<file path="config.mk">
export PLATFORM = sky130hd
export DESIGN_NAME = devBoard
export DESIGN_NICKNAME = d
export VERILOG_FILES = /design/src/common/devBoardPkg.sv /design/src/design/busDecoder.sv /design/src/design/devBoard.sv /design/src/gpio/gpioPort.sv /design/src/intCtrl/intController.sv
export SDC_FILE = /design/constraint.sdc
export NUM_CORES = 1
export LEC_CHECK = 0
export ABC_CLOCK_PERIOD_IN_PS = 1730
export BUFFER_PORTS_ARGS = -buffer_cell sky130_fd_sc_hd__buf_2
export CORE_ASPECT_RATIO = 0.6
export CORE_MARGIN = 3
export CORE_UTILIZATION = 51
export DETAILED_ROUTE_END_ITERATION = 12
export PLACE_DENSITY = 0.78
export RECOVER_POWER = 25
export SLEW_MARGIN = 20
export SYNTH_ARGS = -nofsm -noshare
export SYNTH_HDL_FRONTEND = slang
export SYNTH_SLANG_ARGS = --single-unit
</file>
<file path="constraint.sdc">
create_clock -name clk -period 1.73 [get_ports clk]
set_input_delay 0.173 -clock clk [delete_from_list [all_inputs] [get_ports clk]]
set_output_delay 0.173 -clock clk [all_outputs]
set_load 0.01 [all_outputs]
</file>
<file path="src/common/devBoardPkg.sv">
package devBoardPkg;

	// One host bus cycle as seen at the board edge
	typedef struct packed {
		logic [15:0] addr;
		logic [15:0] wdata;
		logic        rd;
		logic        wr;
		logic [1:0]  byteEn;    // Bit 0 is WR0N, bit 1 is WR1N
	} hostReq_t;

	typedef struct packed {
		logic [15:0] rdata;
		logic        rdValid;
	} hostRsp_t;

	// Per-peripheral slice of a host cycle
	typedef struct packed {
		logic [2:0]  regOffset; // Word offset inside the region
		logic [15:0] wdata;
		logic [1:0]  byteEn;
		logic        rd;
		logic        wr;
		logic        sel;
	} periphReq_t;

	localparam logic [15:0] addrLed        = 16'h0000;
	localparam logic [15:0] addrDip        = 16'h0002;
	localparam logic [15:0] addrIntPending = 16'h0010;
	localparam logic [15:0] addrIntMask    = 16'h0012;

	// Regions are 16 bytes each
	localparam int          regionBits = 4;
	localparam logic [15:0] gpioBase   = 16'h0000;
	localparam logic [15:0] intBase    = 16'h0010;

	// Word offsets as they arrive in regOffset
	localparam logic [2:0] offLed        = addrLed[regionBits-1:1];
	localparam logic [2:0] offDip        = addrDip[regionBits-1:1];
	localparam logic [2:0] offIntPending = addrIntPending[regionBits-1:1];
	localparam logic [2:0] offIntMask    = addrIntMask[regionBits-1:1];

	localparam int numIntSrc  = 8;
	localparam int numIntPins = 7; // INT0..INT6
	localparam int intSrcDip  = 7;

endpackage

</file>
<file path="src/design/busDecoder.sv">
module busDecoder (
	input  logic                   clk,
	input  logic                   rstN,
	input  devBoardPkg::hostReq_t  req,
	input  logic [15:0]            gpioRdata,
	input  logic [15:0]            intRdata,
	output devBoardPkg::periphReq_t gpioReq,
	output devBoardPkg::periphReq_t intReq,
	output devBoardPkg::hostRsp_t  rsp
);
	import devBoardPkg::*;

	logic        gpioHit;
	logic        intHit;
	logic [15:0] rdWord;
	logic [15:0] rdataQ;
	logic        rdValidQ;

	// Strobes only reach the peripheral whose region matched
	function automatic periphReq_t makeReq(input hostReq_t r, input logic hit);
		periphReq_t p;
		p.regOffset = r.addr[regionBits-1:1];
		p.wdata     = r.wdata;
		p.byteEn    = r.byteEn;
		p.rd        = r.rd & hit;
		p.wr        = r.wr & hit;
		p.sel       = hit;
		return p;
	endfunction

	assign gpioHit = (req.addr[15:regionBits] == gpioBase[15:regionBits]);
	assign intHit  = (req.addr[15:regionBits] == intBase[15:regionBits]);

	assign gpioReq = makeReq(req, gpioHit);
	assign intReq  = makeReq(req, intHit);

	always_comb begin
		rdWord = '0; // Unmapped reads return zero
		if (gpioHit)
			rdWord = gpioRdata;
		else if (intHit)
			rdWord = intRdata;
	end

	always_ff @(posedge clk) begin
		if (!rstN)
			rdValidQ <= 1'b0;
		else
			rdValidQ <= req.rd;
	end

	// Read word holds until the next read
	always_ff @(posedge clk) begin
		if (req.rd)
			rdataQ <= rdWord;
	end

	assign rsp.rdata   = rdataQ;
	assign rsp.rdValid = rdValidQ;

	// Host must never issue a read and a write in the same cycle
	rdWrExclusive: assert property (@(posedge clk) disable iff (!rstN)
		!(req.rd && req.wr));

endmodule

</file>
<file path="src/design/devBoard.sv">
module devBoard (
	input  logic                                 clk,
	input  logic                                 rstN,
	input  devBoardPkg::hostReq_t                req,
	input  logic [3:0]                           dipSw,
	input  logic [devBoardPkg::numIntPins-1:0]   intPins,
	output devBoardPkg::hostRsp_t                rsp,
	output logic [7:0]                           led,
	output logic                                 irq
);
	import devBoardPkg::*;

	periphReq_t  gpioReq;
	periphReq_t  intReq;
	logic [15:0] gpioRdata;
	logic [15:0] intRdata;
	logic        dipChange;  // GPIO to interrupt source 7

	busDecoder busDecoder_i (
		.clk       (clk),
		.rstN      (rstN),
		.req       (req),
		.gpioRdata (gpioRdata),
		.intRdata  (intRdata),
		.gpioReq   (gpioReq),
		.intReq    (intReq),
		.rsp       (rsp)
	);

	// LEDs and DIP switches
	gpioPort gpioPort_i (
		.clk       (clk),
		.rstN      (rstN),
		.req       (gpioReq),
		.dipSw     (dipSw),
		.rdata     (gpioRdata),
		.led       (led),
		.dipChange (dipChange)
	);

	// INT0..INT6 plus the DIP change
	intController intController_i (
		.clk       (clk),
		.rstN      (rstN),
		.req       (intReq),
		.intPins   (intPins),
		.dipChange (dipChange),
		.rdata     (intRdata),
		.irq       (irq)
	);

endmodule

</file>
<file path="src/gpio/gpioPort.sv">
module gpioPort (
	input  logic                    clk,
	input  logic                    rstN,
	input  devBoardPkg::periphReq_t req,
	input  logic [3:0]              dipSw,
	output logic [15:0]             rdata,
	output logic [7:0]              led,
	output logic                    dipChange
);
	import devBoardPkg::*;

	logic [7:0] ledQ;
	logic [3:0] dipMeta;
	logic [3:0] dipSync;
	logic [3:0] dipPrev;
	logic       dipChangeQ;
	logic       ledWrite;

	// High byte of a write is ignored
	assign ledWrite = req.sel && req.wr && req.byteEn[0] && (req.regOffset == offLed);

	always_ff @(posedge clk) begin
		if (!rstN) begin
			ledQ <= '0;
		end else if (ledWrite) begin
			ledQ <= req.wdata[7:0];
		end
	end

	// Two-flop synchronizer, then one more stage for the change compare
	always_ff @(posedge clk) begin
		if (!rstN) begin
			dipMeta    <= '0;
			dipSync    <= '0;
			dipPrev    <= '0;
			dipChangeQ <= 1'b0;
		end else begin
			dipMeta    <= dipSw;
			dipSync    <= dipMeta;
			dipPrev    <= dipSync;
			dipChangeQ <= (dipSync != dipPrev); // One-cycle pulse per change
		end
	end

	always_comb begin
		rdata = '0;
		if (req.sel && req.rd) begin
			case (req.regOffset)
				offLed:  rdata = {8'h00, ledQ};
				offDip:  rdata = {12'h000, dipSync};
				default: rdata = '0;
			endcase
		end
	end

	assign led       = ledQ;
	assign dipChange = dipChangeQ;

	// LEDs move only on a selected low-byte write
	ledOnlyOnWrite: assert property (@(posedge clk) disable iff (!rstN)
		!ledWrite |=> $stable(led));

endmodule

</file>
<file path="src/intCtrl/intController.sv">
module intController (
	input  logic                                 clk,
	input  logic                                 rstN,
	input  devBoardPkg::periphReq_t              req,
	input  logic [devBoardPkg::numIntPins-1:0]   intPins,
	input  logic                                 dipChange,
	output logic [15:0]                          rdata,
	output logic                                 irq
);
	import devBoardPkg::*;

	logic [numIntPins-1:0] pinMeta;
	logic [numIntPins-1:0] pinSync;
	logic [numIntPins-1:0] pinPrev;   // Edge register
	logic [numIntSrc-1:0]  newEdges;
	logic [numIntSrc-1:0]  clearBits;
	logic [numIntSrc-1:0]  pendingQ;
	logic [numIntSrc-1:0]  maskQ;
	logic                  irqQ;
	logic                  lowByteWr;
	logic                  maskWrite;

	assign lowByteWr = req.sel && req.wr && req.byteEn[0];
	assign maskWrite = lowByteWr && (req.regOffset == offIntMask);

	// Write-one-to-clear on the pending register
	assign clearBits = (lowByteWr && (req.regOffset == offIntPending)) ?
		req.wdata[numIntSrc-1:0] : '0;

	// Pins fill the low sources, DIP change sits on its own index
	always_comb begin
		newEdges = '0;
		newEdges[numIntPins-1:0] = pinSync & ~pinPrev;
		newEdges[intSrcDip] = dipChange;
	end

	always_ff @(posedge clk) begin
		if (!rstN) begin
			pinMeta <= '0;
			pinSync <= '0;
			pinPrev <= '0;
		end else begin
			pinMeta <= intPins;
			pinSync <= pinMeta;
			pinPrev <= pinSync;
		end
	end

	always_ff @(posedge clk) begin
		if (!rstN) begin
			pendingQ <= '0;
		end else begin
			pendingQ <= (pendingQ & ~clearBits) | newEdges; // New edge beats clear
		end
	end

	always_ff @(posedge clk) begin
		if (!rstN) begin
			maskQ <= '0;
		end else if (maskWrite) begin
			maskQ <= req.wdata[numIntSrc-1:0];
		end
	end

	always_ff @(posedge clk) begin
		if (!rstN)
			irqQ <= 1'b0;
		else
			irqQ <= |(pendingQ & maskQ);
	end

	always_comb begin
		rdata = '0;
		if (req.sel && req.rd) begin
			case (req.regOffset)
				offIntPending: rdata = {8'h00, pendingQ};
				offIntMask:    rdata = {8'h00, maskQ};
				default:       rdata = '0;
			endcase
		end
	end

	assign irq = irqQ;

	// Request line drops a cycle after the last unmasked bit goes
	irqFollowsMask: assert property (@(posedge clk) disable iff (!rstN)
		((pendingQ & maskQ) == '0) |=> !irq);

endmodule

</file>
==> qor.csv <==
metric;value;unit
finalMaxSlewViolations;0;
fill_cells;406;
path_class;in -> reg;
root_buffer;clkbuf_8;
cts_inserted_buffers;9;
fmax;815;MHz
syn-instance-count;255;
worst_pin_slew;0.603;ns
port_buffers;56;
total_power;3.24;mW
power_frac_comb;6.2;%
required;1.96;ns
wl_per_cell;14.4;um
finalWirelength;5.45;mm
crit_path_end_kind;flip-flop;
fp-row-count;19;
overflow;0;
post_cts_resized;0;
yosysTopAreaCell;dfxtp_1;
critPathCapture;intController_i.pendingQ[2];
area_growth;18.1;%
fin_nets;359;
yosys_warnings;0;
clock_path_buffers;2;
ios;75;
grt_max_degree;46;
grt_setup_unrepaired;false;
post-route-period-util;70.9;%
antenna_found_initial;0;
core-area;0.00483;mm2
clock_latency;0.34;ns
hold_class;in -> reg;
hold_violations;0;
antenna_left;0;
synth-async-reset-ratio;0;%
crit_arrival;1.45;ns
intPower;2.53;mW
power_frac_clock;42.2;%
rr_endpoint;busDecoder_i.rdataQ[2];
ir_drop;599;uV
dp_hpwl;3.91;mm
min_from;intPins[6];
rr_worst_depth;2;
period_needed;1.23;ns
crit_fanout;6;
htreeDepth;3;
p_switching;0.711;mW
viasPerCell;5.19;
p_sw_share;22.0;%
die_w;99.9;um
hold_buffers;0;
multiInputGateArea;0.00113;mm2
dr.pass1.iters;4;
power.leakage;1.35;nW
clock-sinks;68;
status;completed;
synthTopCellsByArea;dfxtp_1 44%, edfxtp_1 8.9%, and2_1 7.9%, nor2b_1 4.2%, mux2i_1 3.3%;
fin_setup_tns;0;ns
grt_pass1_wl;9.01;mm
clk_pin_slew_worst_paths;0.07;ns
fp.dieArea;0.00623;mm2
ys_types;37;
seq_area;0.00144;mm2
initial_core_util;56.0;%
rrSetupSlack;0.51;ns
seq_area_frac_synth;53.4;%
route.detailed.drc;0;
slew_headroom;59.6;%
setup_viol;0;
synth_edf_count;8;
r2r_start;gpioPort_i.dipSync[2];
drt_iter0_drc;84;
power_density;1020;mW/mm2
crit_start;req[23];
die_h;62.4;um
layout-drive-gt1-share;28.3;%
ys_seq_elements;68;
start_kind;primary input;
skew;0.00572;ns
syn-mean-instance-area;10.6;um2
syn_area;0.00270;mm2
post-cts-setup-buffers;0;
cap_violations;0;
grt_use_total;18.7;%
grt_pass1_vias;1852;
seqPwrFrac;51.5;%
gp_congestion;0.815;
synth_top_cell_area_share;44.5;%
yosys_most_used_dff;dfxtp_1;
n_antenna_cell;0;
cts_tree;built;
via_count;1962;
power by group through the flow:
stage | clock [mW] | sequential [mW] | combinational [mW]
after floorplan | 0 | 1.70 | 0.134
after global placement | 0 | 1.70 | 0.197
after detailed placement | 0 | 1.70 | 0.203
after CTS | 1.39 | 1.67 | 0.204
after global routing | 1.47 | 1.67 | 0.225
final | 1.37 | 1.67 | 0.202
routing by layer:
metal	part of all wire [%]	wire, um	vias up	global-route usage (%)
met4	1.7	95	0	5.62
met5	0	0	-	0
met3	9.8	536	9	10.4
li1	-	-	973	-
met2	44	2390	73	26.6
met1	45	2430	907	24.3
critical path, cell delays in order:
cell     delay (ns)
buf_2          0.11
nor4_4         0.33
and4_2         0.32
and3b_1        0.26
buf_4          0.19
a21oi_1        0.07
area by class of cell:
type / instances / share of cell area [%]
Inverter: 2 / 0.235
Tap cell: 63 / 2.47
Multi-Input combinational cell: 169 / 35.6
Clock inverter: 5 / 1.77
Sequential cell: 68 / 45.2
Clock buffer: 11 / 5.10
Timing Repair Buffer: 60 / 9.65
cell usage after synthesis, types with 3 or more instances:
cell,n
a22oi_1,4
buf_2,6
clkbuf_1,6
and2_1,34
edfxtp_1,8
buf_4,9
nand2_1,16
a21oi_1,17
nand4_1,9
mux4_2,4
nor2_1,7
nor2b_1,18
o21ai_0,16
mux2_2,3
xnor2_1,4
dfxtp_1,60
mux2i_1,9
nor3b_1,3
cells in the final DEF (no fill, tap or decap), types with 3 or more instances in the layout:
cell type / count
o21ai_0: 16
nand2_1: 16
buf_4: 4
a21oi_1: 17
conb_1: 8
nor2_1: 7
and2_0: 3
nor3b_1: 3
nand4_1: 9
xnor2_1: 4
edfxtp_1: 8
nor2b_1: 18
buf_2: 54
and2_1: 31
clkbuf_8: 10
mux2i_1: 9
mux4_2: 4
a22oi_1: 4
mux2_2: 3
dfxtp_1: 60
flip-flops by register name (all words and copies together), names as in the netlist:
register / count
intController_i.pinMeta: 7
intController_i.pinSync: 7
gpioPort_i.dipSync: 4
intController_i.maskQ: 8
gpioPort_i.dipMeta: 4
busDecoder_i.rdValidQ: 1
intController_i.pendingQ: 8
intController_i.irq: 1
intController_i.pinPrev: 7
gpioPort_i.dipChange: 1
busDecoder_i.rdataQ: 8
gpioPort_i.led: 8
gpioPort_i.dipPrev: 4
through the flow:
step | util (%) | worst slack (ns) | cell area [um2] | cells | hold WS, ns
after floorplan | - | 0.447 | 2730 | 262 | 0.279
after global placement | 61.6 | 0.180 | 2970 | 362 | 0.380
after detailed placement | 61.6 | 0.155 | 2970 | 362 | 0.381
after CTS | 66.1 | 0.502 | 3190 | 378 | 0.0172
after global routing | 66.1 | 0.458 | 3190 | 378 | 0.0106
final | 66.1 | 0.504 | 3190 | 378 | 0.0303
cells by family after synthesis:
kind of cell	after synthesis	synth area share, %
and+or+nand+nor	99	22.5
DFF	68	53.4
AOI/OAI and AO/OA	42	9.22
buffers and inverters	25	5.56
muxes	16	7.92
xor gates and xnor gates	4	1.30
other	1	0.139
worst min-delay path by stage:
stage	slack [ns]	endpoint	cells after the start
final	0.03	intController_i.pinMeta[6]	2
after global routing	0.01	intController_i.pinMeta[6]	2
after CTS	0.02	intController_i.pinMeta[6]	2
after detailed placement	0.38	intController_i.pinMeta[6]	2
after global placement	0.38	gpioPort_i.dipMeta[2]	2
after floorplan	0.28	intController_i.pendingQ[7]	1
No activity file was read; power rests on OpenSTA's default activity.
